===== src/cpu_defines.svh =====
`ifndef CPU_DEFINES_SVH
`define CPU_DEFINES_SVH

// Bus widths
`define CPU_DATA_W 8
`define CPU_ADDR_W 16

// Reset vector, low byte first
`define CPU_RESET_VEC_LO 16'hFFFC
`define CPU_RESET_VEC_HI 16'hFFFD

// High address byte for zero page accesses
`define CPU_ZERO_PAGE_HI 8'h00

`endif


===== src/cpu_pkg.sv =====
`default_nettype none

package cpu_pkg;

  // Supported opcodes, 6502 encodings
  typedef enum logic [7:0] {
    OP_NOP     = 8'hEA,
    OP_TAX     = 8'hAA,
    OP_LDA_IMM = 8'hA9,
    OP_LDA_ZP  = 8'hA5,
    OP_LDA_ZPX = 8'hB5,
    OP_LDA_ABS = 8'hAD,
    OP_LDX_IMM = 8'hA2,
    OP_LDX_ZP  = 8'hA6,
    OP_ADC_IMM = 8'h69,
    OP_STA_ZP  = 8'h85,
    OP_JMP_ABS = 8'h4C
  } opcode_e;

  // Sequencer stages, 4 and 5 unused
  typedef enum logic [2:0] {
    STAGE_FETCH    = 3'd0,
    STAGE_OPERAND  = 3'd1,
    STAGE_ADDR     = 3'd2,
    STAGE_FINAL    = 3'd3,
    STAGE_RESET_LO = 3'd6,
    STAGE_RESET_HI = 3'd7
  } stage_e;

  typedef enum logic [2:0] {
    STATUS_CARRY    = 3'd0,
    STATUS_ZERO     = 3'd1,
    STATUS_NEGATIVE = 3'd7
  } status_bit_e;

  typedef logic [7:0] status_t;

endpackage

`default_nettype wire


===== src/cpu_ctrl_if.sv =====
`timescale 1ns/1ps
`default_nettype none

interface cpu_ctrl_if;

  // Register loads
  logic load_acc_from_data;
  logic load_acc_from_hold;
  logic load_x_from_data;
  logic load_x_from_acc;
  logic data_flags_to_status;
  logic alu_flags_to_status;

  // ALU and hold register
  logic alu_add_acc;
  logic alu_add_x;
  logic data_to_hold;

  // Address register sources
  logic addr_from_data_zp;
  logic addr_from_hold_zp;
  logic addr_high_from_data;
  logic addr_from_pc_next;
  logic addr_from_vector_hi;

  // Program counter
  logic pc_increment;
  logic pc_low_from_data;
  logic pc_high_from_data;

  logic acc_to_write_data;

  modport decode (
    output load_acc_from_data, load_acc_from_hold, load_x_from_data, load_x_from_acc,
    output data_flags_to_status, alu_flags_to_status,
    output alu_add_acc, alu_add_x, data_to_hold,
    output addr_from_data_zp, addr_from_hold_zp, addr_high_from_data,
    output addr_from_pc_next, addr_from_vector_hi,
    output pc_increment, pc_low_from_data, pc_high_from_data,
    output acc_to_write_data
  );

  modport alu (
    input alu_add_acc, alu_add_x, data_to_hold
  );

  modport datapath (
    input load_acc_from_data, load_acc_from_hold, load_x_from_data, load_x_from_acc,
    input data_flags_to_status, alu_flags_to_status,
    input addr_from_data_zp, addr_from_hold_zp, addr_high_from_data,
    input addr_from_pc_next, addr_from_vector_hi,
    input pc_increment, pc_low_from_data, pc_high_from_data,
    input acc_to_write_data
  );

endinterface

`default_nettype wire


===== src/cpu_decode.sv =====
`timescale 1ns/1ps
`default_nettype none

`include "cpu_defines.svh"

module cpu_decode
  import cpu_pkg::*;
(
  input  logic                   clock_i,
  input  logic                   reset_i,
  input  logic [`CPU_DATA_W-1:0] data_i,
  input  logic                   data_valid_i,
  cpu_ctrl_if.decode             ctrl,
  output logic                   bus_read_o,
  output logic                   bus_write_o
);

  stage_e  stage;
  stage_e  stage_next;
  opcode_e opcode;
  opcode_e opcode_next;
  logic    bus_read;
  logic    bus_write;
  logic    need_byte;
  logic    finish;

  always_comb begin
    ctrl.load_acc_from_data   = 1'b0;
    ctrl.load_acc_from_hold   = 1'b0;
    ctrl.load_x_from_data     = 1'b0;
    ctrl.load_x_from_acc      = 1'b0;
    ctrl.data_flags_to_status = 1'b0;
    ctrl.alu_flags_to_status  = 1'b0;
    ctrl.alu_add_acc          = 1'b0;
    ctrl.alu_add_x            = 1'b0;
    ctrl.data_to_hold         = 1'b0;
    ctrl.addr_from_data_zp    = 1'b0;
    ctrl.addr_from_hold_zp    = 1'b0;
    ctrl.addr_high_from_data  = 1'b0;
    ctrl.addr_from_pc_next    = 1'b0;
    ctrl.addr_from_vector_hi  = 1'b0;
    ctrl.pc_increment         = 1'b0;
    ctrl.pc_low_from_data     = 1'b0;
    ctrl.pc_high_from_data    = 1'b0;
    ctrl.acc_to_write_data    = 1'b0;
    bus_read    = 1'b0;
    bus_write   = 1'b0;
    need_byte   = 1'b1;
    finish      = 1'b0;
    stage_next  = stage;
    opcode_next = opcode;

    case (stage)
      STAGE_RESET_LO: begin
        if (data_valid_i) begin
          // Low vector byte goes to both PC and hold
          ctrl.pc_low_from_data    = 1'b1;
          ctrl.data_to_hold        = 1'b1;
          ctrl.addr_from_vector_hi = 1'b1;
          bus_read   = 1'b1;
          stage_next = STAGE_RESET_HI;
        end
      end

      STAGE_RESET_HI: begin
        if (data_valid_i) begin
          ctrl.pc_high_from_data   = 1'b1;
          ctrl.addr_from_hold_zp   = 1'b1;
          ctrl.addr_high_from_data = 1'b1;
          bus_read   = 1'b1;
          stage_next = STAGE_FETCH;
        end
      end

      STAGE_FETCH: begin
        // Sum from a preceding ADC is committed here
        ctrl.load_acc_from_hold = (opcode == OP_ADC_IMM);
        if (data_valid_i) begin
          opcode_next = opcode_e'(data_i);
          stage_next  = STAGE_OPERAND;
          if (data_i != OP_NOP && data_i != OP_TAX) begin
            ctrl.pc_increment      = 1'b1;
            ctrl.addr_from_pc_next = 1'b1;
            bus_read = 1'b1;
          end
        end
      end

      STAGE_OPERAND: begin
        case (opcode)
          OP_LDA_IMM, OP_LDX_IMM: begin
            if (data_valid_i) begin
              ctrl.load_acc_from_data   = (opcode == OP_LDA_IMM);
              ctrl.load_x_from_data     = (opcode == OP_LDX_IMM);
              ctrl.data_flags_to_status = 1'b1;
              finish = 1'b1;
            end
          end
          OP_ADC_IMM: begin
            if (data_valid_i) begin
              ctrl.alu_add_acc         = 1'b1;
              ctrl.alu_flags_to_status = 1'b1;
              finish = 1'b1;
            end
          end
          OP_LDA_ZP, OP_LDX_ZP: begin
            if (data_valid_i) begin
              ctrl.addr_from_data_zp = 1'b1;
              bus_read   = 1'b1;
              stage_next = STAGE_FINAL;
            end
          end
          OP_STA_ZP: begin
            if (data_valid_i) begin
              ctrl.addr_from_data_zp = 1'b1;
              ctrl.acc_to_write_data = 1'b1;
              bus_write  = 1'b1;
              stage_next = STAGE_FINAL;
            end
          end
          OP_LDA_ZPX: begin
            if (data_valid_i) begin
              ctrl.alu_add_x = 1'b1;
              stage_next = STAGE_ADDR;
            end
          end
          OP_LDA_ABS, OP_JMP_ABS: begin
            if (data_valid_i) begin
              // JMP also takes the target low byte into PC now
              ctrl.pc_low_from_data  = (opcode == OP_JMP_ABS);
              ctrl.data_to_hold      = 1'b1;
              ctrl.addr_from_pc_next = 1'b1;
              bus_read   = 1'b1;
              stage_next = STAGE_ADDR;
            end
          end
          OP_TAX: begin
            need_byte = 1'b0;
            ctrl.load_x_from_acc = 1'b1;
            finish = 1'b1;
          end
          // NOP, and anything unknown is skipped like one
          default: begin
            need_byte = 1'b0;
            finish = 1'b1;
          end
        endcase
      end

      STAGE_ADDR: begin
        case (opcode)
          OP_LDA_ZPX: begin
            need_byte = 1'b0;
            ctrl.addr_from_hold_zp = 1'b1;
            bus_read   = 1'b1;
            stage_next = STAGE_FINAL;
          end
          OP_LDA_ABS, OP_JMP_ABS: begin
            if (data_valid_i) begin
              ctrl.addr_from_hold_zp   = 1'b1;
              ctrl.addr_high_from_data = 1'b1;
              ctrl.pc_increment        = (opcode == OP_LDA_ABS);
              ctrl.pc_high_from_data   = (opcode == OP_JMP_ABS);
              bus_read   = 1'b1;
              stage_next = (opcode == OP_JMP_ABS) ? STAGE_FETCH : STAGE_FINAL;
            end
          end
          default: begin
            need_byte = 1'b0;
            finish = 1'b1;
          end
        endcase
      end

      STAGE_FINAL: begin
        case (opcode)
          OP_LDA_ZP, OP_LDA_ZPX, OP_LDA_ABS, OP_LDX_ZP: begin
            if (data_valid_i) begin
              ctrl.load_acc_from_data   = (opcode != OP_LDX_ZP);
              ctrl.load_x_from_data     = (opcode == OP_LDX_ZP);
              ctrl.data_flags_to_status = 1'b1;
              finish = 1'b1;
            end
          end
          // STA write cycle, nothing to wait for
          default: begin
            need_byte = 1'b0;
            finish = 1'b1;
          end
        endcase
      end

      default: begin
        stage_next = STAGE_FETCH;
      end
    endcase

    // Step to the next opcode
    if (finish) begin
      ctrl.pc_increment      = 1'b1;
      ctrl.addr_from_pc_next = 1'b1;
      bus_read   = 1'b1;
      stage_next = STAGE_FETCH;
    end

    // Keep requesting while the byte is outstanding
    if (need_byte && !data_valid_i) begin
      bus_read = 1'b1;
    end
  end

  always_ff @(posedge clock_i) begin
    if (reset_i) begin
      stage       <= STAGE_RESET_LO;
      opcode      <= OP_NOP;
      bus_read_o  <= 1'b1;
      bus_write_o <= 1'b0;
    end else begin
      stage       <= stage_next;
      opcode      <= opcode_next;
      bus_read_o  <= bus_read;
      bus_write_o <= bus_write;
    end
  end

  a_bus_exclusive: assert property (
    @(posedge clock_i) disable iff (reset_i) !(bus_read_o && bus_write_o)
  );

  a_stage_legal: assert property (
    @(posedge clock_i) disable iff (reset_i)
      stage inside {STAGE_FETCH, STAGE_OPERAND, STAGE_ADDR, STAGE_FINAL,
                    STAGE_RESET_LO, STAGE_RESET_HI}
  );

endmodule

`default_nettype wire


===== src/cpu_alu.sv =====
`timescale 1ns/1ps
`default_nettype none

`include "cpu_defines.svh"

module cpu_alu
  import cpu_pkg::*;
(
  input  logic                   clock_i,
  input  logic                   reset_i,
  cpu_ctrl_if.alu                ctrl,
  input  logic [`CPU_DATA_W-1:0] data_i,
  input  logic [`CPU_DATA_W-1:0] acc_i,
  input  logic [`CPU_DATA_W-1:0] x_i,
  input  logic                   carry_i,
  output logic [`CPU_DATA_W-1:0] hold_o,
  output status_t                flags_o
);

  logic [`CPU_DATA_W-1:0] operand_a;
  logic [`CPU_DATA_W-1:0] sum;
  logic                   carry_in;
  logic                   carry_out;

  always_comb begin
    operand_a = '0;
    if (ctrl.alu_add_acc) begin
      operand_a = acc_i;
    end
    if (ctrl.alu_add_x) begin
      operand_a = x_i;
    end
    // Index adds ignore carry and wrap in page zero
    carry_in = ctrl.alu_add_acc & carry_i;
    {carry_out, sum} = {1'b0, operand_a} + {1'b0, data_i} + {{`CPU_DATA_W{1'b0}}, carry_in};
  end

  always_comb begin
    flags_o                  = '0;
    flags_o[STATUS_CARRY]    = carry_out;
    flags_o[STATUS_ZERO]     = (sum == '0);
    flags_o[STATUS_NEGATIVE] = sum[`CPU_DATA_W-1];
  end

  always_ff @(posedge clock_i) begin
    if (reset_i) begin
      hold_o <= '0;
    end else if (ctrl.alu_add_acc || ctrl.alu_add_x) begin
      hold_o <= sum;
    end else if (ctrl.data_to_hold) begin
      hold_o <= data_i;
    end
  end

  a_one_operand: assert property (
    @(posedge clock_i) disable iff (reset_i) !(ctrl.alu_add_acc && ctrl.alu_add_x)
  );

endmodule

`default_nettype wire


===== src/cpu_datapath.sv =====
`timescale 1ns/1ps
`default_nettype none

`include "cpu_defines.svh"

module cpu_datapath
  import cpu_pkg::*;
(
  input  logic                   clock_i,
  input  logic                   reset_i,
  cpu_ctrl_if.datapath           ctrl,
  input  logic [`CPU_DATA_W-1:0] data_i,
  input  logic [`CPU_DATA_W-1:0] hold_i,
  input  status_t                alu_flags_i,
  output logic [`CPU_DATA_W-1:0] acc_o,
  output logic [`CPU_DATA_W-1:0] x_o,
  output logic                   carry_o,
  output logic [`CPU_ADDR_W-1:0] address_o,
  output logic [`CPU_DATA_W-1:0] data_o
);

  logic [`CPU_DATA_W-1:0] acc;
  logic [`CPU_DATA_W-1:0] acc_next;
  logic [`CPU_DATA_W-1:0] x;
  logic [`CPU_DATA_W-1:0] x_next;
  status_t                status;
  status_t                status_next;
  logic [`CPU_ADDR_W-1:0] pc;
  logic [`CPU_ADDR_W-1:0] pc_next;
  logic [`CPU_ADDR_W-1:0] pc_inc;
  logic [`CPU_ADDR_W-1:0] addr;
  logic [`CPU_ADDR_W-1:0] addr_next;
  logic [`CPU_DATA_W-1:0] wdata;
  logic [`CPU_DATA_W-1:0] wdata_next;

  assign pc_inc = pc + 1'b1;

  // Later sources win
  always_comb begin
    acc_next    = acc;
    x_next      = x;
    status_next = status;
    pc_next     = pc;
    addr_next   = addr;
    wdata_next  = wdata;

    if (ctrl.load_acc_from_data) begin
      acc_next = data_i;
    end
    if (ctrl.load_acc_from_hold) begin
      acc_next = hold_i;
    end
    if (ctrl.load_x_from_data) begin
      x_next = data_i;
    end
    if (ctrl.load_x_from_acc) begin
      x_next = acc;
    end

    if (ctrl.alu_flags_to_status) begin
      status_next = alu_flags_i;
    end
    // Loads leave carry alone
    if (ctrl.data_flags_to_status) begin
      status_next[STATUS_ZERO]     = (data_i == '0);
      status_next[STATUS_NEGATIVE] = data_i[`CPU_DATA_W-1];
    end

    if (ctrl.pc_low_from_data) begin
      pc_next[`CPU_DATA_W-1:0] = data_i;
    end
    if (ctrl.pc_high_from_data) begin
      pc_next[`CPU_ADDR_W-1:`CPU_DATA_W] = data_i;
    end
    if (ctrl.pc_increment) begin
      pc_next = pc_inc;
    end

    if (ctrl.addr_from_data_zp) begin
      addr_next = {`CPU_ZERO_PAGE_HI, data_i};
    end
    if (ctrl.addr_from_pc_next) begin
      addr_next = pc_inc;
    end
    if (ctrl.addr_from_vector_hi) begin
      addr_next = `CPU_RESET_VEC_HI;
    end
    if (ctrl.addr_from_hold_zp) begin
      addr_next = {`CPU_ZERO_PAGE_HI, hold_i};
    end
    // High byte override for absolute targets
    if (ctrl.addr_high_from_data) begin
      addr_next[`CPU_ADDR_W-1:`CPU_DATA_W] = data_i;
    end

    if (ctrl.acc_to_write_data) begin
      wdata_next = acc;
    end
  end

  always_ff @(posedge clock_i) begin
    if (reset_i) begin
      acc    <= '0;
      x      <= '0;
      status <= '0;
      addr   <= `CPU_RESET_VEC_LO;
    end else begin
      acc    <= acc_next;
      x      <= x_next;
      status <= status_next;
      addr   <= addr_next;
    end
  end

  always_ff @(posedge clock_i) begin
    pc    <= pc_next;
    wdata <= wdata_next;
  end

  assign acc_o     = acc;
  assign x_o       = x;
  assign carry_o   = status[STATUS_CARRY];
  assign address_o = addr;
  assign data_o    = wdata;

  a_single_load: assert property (
    @(posedge clock_i) disable iff (reset_i)
      !((ctrl.load_acc_from_data || ctrl.load_acc_from_hold) && ctrl.load_x_from_data)
  );

endmodule

`default_nettype wire


===== src/cpu_top.sv =====
`timescale 1ns/1ps
`default_nettype none

`include "cpu_defines.svh"

module cpu_top
  import cpu_pkg::*;
(
  input  logic                   clock_i,
  input  logic                   reset_i,
  input  logic [`CPU_DATA_W-1:0] data_i,
  input  logic                   data_valid_i,
  output logic [`CPU_DATA_W-1:0] data_o,
  output logic [`CPU_ADDR_W-1:0] address_o,
  output logic                   bus_read_o,
  output logic                   bus_write_o
);

  logic [`CPU_DATA_W-1:0] acc;
  logic [`CPU_DATA_W-1:0] x;
  logic                   carry;
  logic [`CPU_DATA_W-1:0] hold;
  status_t                alu_flags;

  cpu_ctrl_if u_ctrl ();

  cpu_decode u_decode (
    .clock_i      (clock_i),
    .reset_i      (reset_i),
    .data_i       (data_i),
    .data_valid_i (data_valid_i),
    .ctrl         (u_ctrl.decode),
    .bus_read_o   (bus_read_o),
    .bus_write_o  (bus_write_o)
  );

  cpu_alu u_alu (
    .clock_i (clock_i),
    .reset_i (reset_i),
    .ctrl    (u_ctrl.alu),
    .data_i  (data_i),
    .acc_i   (acc),
    .x_i     (x),
    .carry_i (carry),
    .hold_o  (hold),
    .flags_o (alu_flags)
  );

  cpu_datapath u_datapath (
    .clock_i     (clock_i),
    .reset_i     (reset_i),
    .ctrl        (u_ctrl.datapath),
    .data_i      (data_i),
    .hold_i      (hold),
    .alu_flags_i (alu_flags),
    .acc_o       (acc),
    .x_o         (x),
    .carry_o     (carry),
    .address_o   (address_o),
    .data_o      (data_o)
  );

endmodule

`default_nettype wire


===== config.mk =====
export PLATFORM = sky130hd
export DESIGN_NAME = cpu_top
export DESIGN_NICKNAME = d
export VERILOG_FILES = /design/src/cpu_pkg.sv /design/src/cpu_ctrl_if.sv /design/src/cpu_decode.sv /design/src/cpu_alu.sv /design/src/cpu_datapath.sv /design/src/cpu_top.sv
export VERILOG_INCLUDE_DIRS = /design/src
export SDC_FILE = /design/constraint.sdc
export NUM_CORES = 1
export LEC_CHECK = 0
export ABC_AREA = 0
export BUFFER_PORTS_ARGS = -buffer_cell sky130_fd_sc_hd__buf_4
export CAP_MARGIN = 20
export CORE_ASPECT_RATIO = 1.1
export CORE_MARGIN = 3
export CORE_UTILIZATION = 50
export DETAILED_ROUTE_END_ITERATION = 8
export PLACE_DENSITY = 0.8
export SLEW_MARGIN = 0
export SYNTH_ARGS = -nofsm -noshare
export SYNTH_HDL_FRONTEND = slang
export SYNTH_SLANG_ARGS = --single-unit

===== constraint.sdc =====
create_clock -name clock_i -period 8.55 [get_ports clock_i]
set_input_delay 1.71 -clock clock_i [delete_from_list [all_inputs] [get_ports clock_i]]
set_output_delay 1.71 -clock clock_i [all_outputs]
set_load 0.005 [all_outputs]

==> out/summary.txt <==
MaxCap Viol Count -> 0
Routed wire length -> 11300 µm
Power per cell area -> 287 nW/µm²
EDFF count, synth -> 24
Final non-filler cell total -> 647
Peak supply drop -> 0.106 mV
Number of H-tree levels -> 3
Clk slew on worst S/H paths -> 0.09 ns
Via count -> 3922
Avg Inst Size Synth -> 9.26 µm²
DRT Pass-1 Iters -> 5
CTS tree -> built
I/O Pins -> 37
Initial antenna violation count -> 0
Fin crit share -> 56.7%
Placement Rows -> 36
Least-Margin Pin Slew -> 0.867 ns
Synth unique cells -> 76
Slew headroom -> 42.2%
Main area contributors after synthesis -> dfxtp_1 (23%), edfxtp_1 (15%), mux2i_1 (8.1%), nor2_1 (5.2%), nand2_1 (3.2%)
GPL Wtd Cong -> 0.919
Drt wl/cell -> 17.5 µm
Final Setup Violations -> 0
Die area -> 10600 µm²
PostCTS Resize Cnt -> 0
Clk_skew -> 0.0151 ns
Diode count -> 0
Post-CTS setup buffer count -> 0
Setup Crit Path Kind -> in -> reg
Pin count of the biggest net entering global routing -> 41
Slew Viols, Final -> 0
DRT iter0 DRCs -> 285
Placed Cells -> 630
Yosys top cell by area -> dfxtp_1
Initial Util -> 52.0%
Final-report hold violation count -> 0
Num CTS Buffers -> 9
Vias in the first global route -> 3654
Peak clock frequency supported by timing -> 206 MHz
Sink Count -> 78
RSZ-0062 raised after global routing -> false
DRT antenna net count -> 0
Critical path required time -> 8.83 ns
Critical path endpoint category -> flop
Core area -> 9010 µm²
Sequential share of the synthesized area -> 38.5%
Synth async-reset ratio -> 0%
#FFs+latches synth -> 78
Mapped Cells -> 506
Status -> finished clean
Remaining DRCs -> 0
Final core utilization -> 57.2%
Die height -> 108 µm
Post-layout min period -> 4.85 ns
Die X-Extent -> 98.3 µm
Critical path arrival -> 5.14 ns
First-pass GRT wire length -> 18300 µm
Crit path buf inv count -> 2
Critical path peak fanout -> 12
Final Net Count -> 549
Overall routing resource usage -> 21.7%
Crit-path max cell delay -> 0.70 ns
LEAKAGE -> 2.13 nW
Vias per cell -> 6.06
Mapped cell area -> 4690 µm²
# fillers -> 782
Global route overflow -> 0
Share of layout cells above drive strength 1 -> 16.3%
CTS root buf -> clkbuf_8
PortBufs -> 36
Ys Warns -> 0
Slowest cell on the critical path -> nor2_1
Area Growth Syn to Fin -> 9.88%
CTS Buffer Depth -> 2
Overall power -> 1.48 mW
Synth top area share -> 23.1%
Area post-placement -> 4940 µm²
Final setup TNS -> 0 ns
CP delay by family, top -> simple AND/OR/NAND/NOR gates
Dpl hpwl -> 8160 µm
Startpoint Class -> input pin
Synth Flop Type -> dfxtp_1
Clock latency on the worst-skew pair -> 0.36 ns
Fin area -> 5150 µm²
Min-Delay Path Class -> reg -> reg
Cells along the critical path -> buf_4 -> nor2b_1 -> nand3_1 -> nor2_1 -> a22o_1 -> fa_1 -> inv_1 -> fa_1 -> nor2b_1 -> o21ai_0 -> a21boi_0 -> o21ai_0 -> nor3b_1 -> or3_1 -> a21oi_1
Post-Syn Nets -> 527
Hold_buf cts -> 0
==> power breakdown <==
| part | switching, mW | total [mW] | internal, mW |
|---|---|---|---|
| clock | 0.136 | 0.280 | 0.143 |
| sequential | 0.0952 | 0.595 | 0.500 |
| combinational | 0.324 | 0.602 | 0.278 |
| total | 0.555 | 1.48 | 0.922 |
==> sequential cells by signal, summed over array words and instances (netlist names), 3 cells and up <==
name and flops:
u_datapath.data_o 8, u_datapath.pc 16, u_datapath.x_o 8, u_decode.opcode 8, u_alu.hold_o 8, u_decode.stage 3
u_datapath.acc_o 8, u_datapath.address_o 16
==> layout by cell type, fill, tap and decap left out, drive strengths merged, types with 4 or more instances in the layout <==
master / instances
nor2: 67
dfxtp: 54
nand2: 40
buf: 39
mux2i: 38
inv: 28
a21oi: 24
edfxtp: 24
o21ai: 20
a221o: 14
a21o: 13
nand3: 13
xnor2: 11
mux2: 11
clkbuf: 11
a211oi: 8
a22o: 8
ha: 8
nor3: 8
xor2: 7
a22oi: 7
or3: 6
and3: 5
o211ai: 5
nor2b: 4
or2: 4
==> path summary, 6_finish.rpt <==
kind,startpoint,to,slack [ns],depth (start not counted)
worst min register to register,u_datapath.address_o[9],u_datapath.address_o[9],0.46,1
worst min-delay path,u_datapath.address_o[9],u_datapath.address_o[9],0.46,1
worst max-delay path,data_valid_i,u_alu.hold_o[6],3.70,15
worst max register to register,u_decode.stage[0],u_alu.hold_o[6],4.48,13
==> Yosys cell counts (3+ instances only) <==
library cell / count
nand4_1: 3
a21o_1: 13
buf_6: 5
or3_1: 5
nand2_1: 40
or4bb_1: 3
clkbuf_1: 16
nor2b_1: 4
inv_1: 28
nor2_1: 65
a221o_1: 10
or2_2: 3
mux2_2: 11
mux2i_1: 38
ha_1: 8
a22oi_1: 7
a22o_1: 8
a211oi_1: 8
nor3_1: 6
buf_4: 3
dfxtp_1: 54
a221o_2: 4
o211ai_1: 3
o21ai_0: 18
xnor2_1: 11
and3_1: 4
a21oi_1: 24
o21a_1: 3
edfxtp_1: 24
nand3_1: 12
xor2_1: 7
==> layout make-up <==
type                       count  area, µm²  area share [%]
sequential                    78       1800            35.0
timing repair buffer          39        290            5.64
multi-input combinational    372       2610            50.6
inverter                      28        105            2.04
clock inverter                 5       60.1            1.17
clock buffer                  11        141            2.75
tap                          114        143            2.77
==> metal layers <==
layer  vias up  global-route usage (%)  part of all wire, %
li1       1886                       -                    -
met3        28                    3.56                  6.0
met5         -                       0                    0
met2       142                    35.2                   47
met1      1866                    28.1                   44
met4         0                    10.5                  2.8
==> per-stage QoR <==
step,hold WS [ns],setup WS [ns]
finish,0.459,3.70
global route,0.482,3.33
CTS,0.462,3.73
detailed placement,0.441,3.37
global placement,0.435,3.55
floorplan,0.450,4.08
==> cell families (layout without fill, tap and decap cells) <==
family | count (synthesis) | in the layout | share of synthesized area, %
compound gates | 125 | 125 | 19.9
buf+inv | 56 | 83 | 6.03
mux | 49 | 49 | 10.8
fa+ha+maj | 10 | 10 | 2.99
flops | 78 | 78 | 38.5
simple gates | 170 | 170 | 18.5
xor+xnor | 18 | 18 | 3.36
==> worst reg2reg max path, stage by stage (launching register included) <==
cell	delay, ns
dfxtp_1	0.78
nand3_1	0.42
nor2_1	0.71
a22o_1	0.26
fa_1	0.21
inv_1	0.06
fa_1	0.40
nor2b_1	0.12
o21ai_0	0.09
a21boi_0	0.25
o21ai_0	0.13
nor3b_1	0.15
or3_1	0.30
a21oi_1	0.14
No activity file was read; power rests on OpenSTA's default activity.
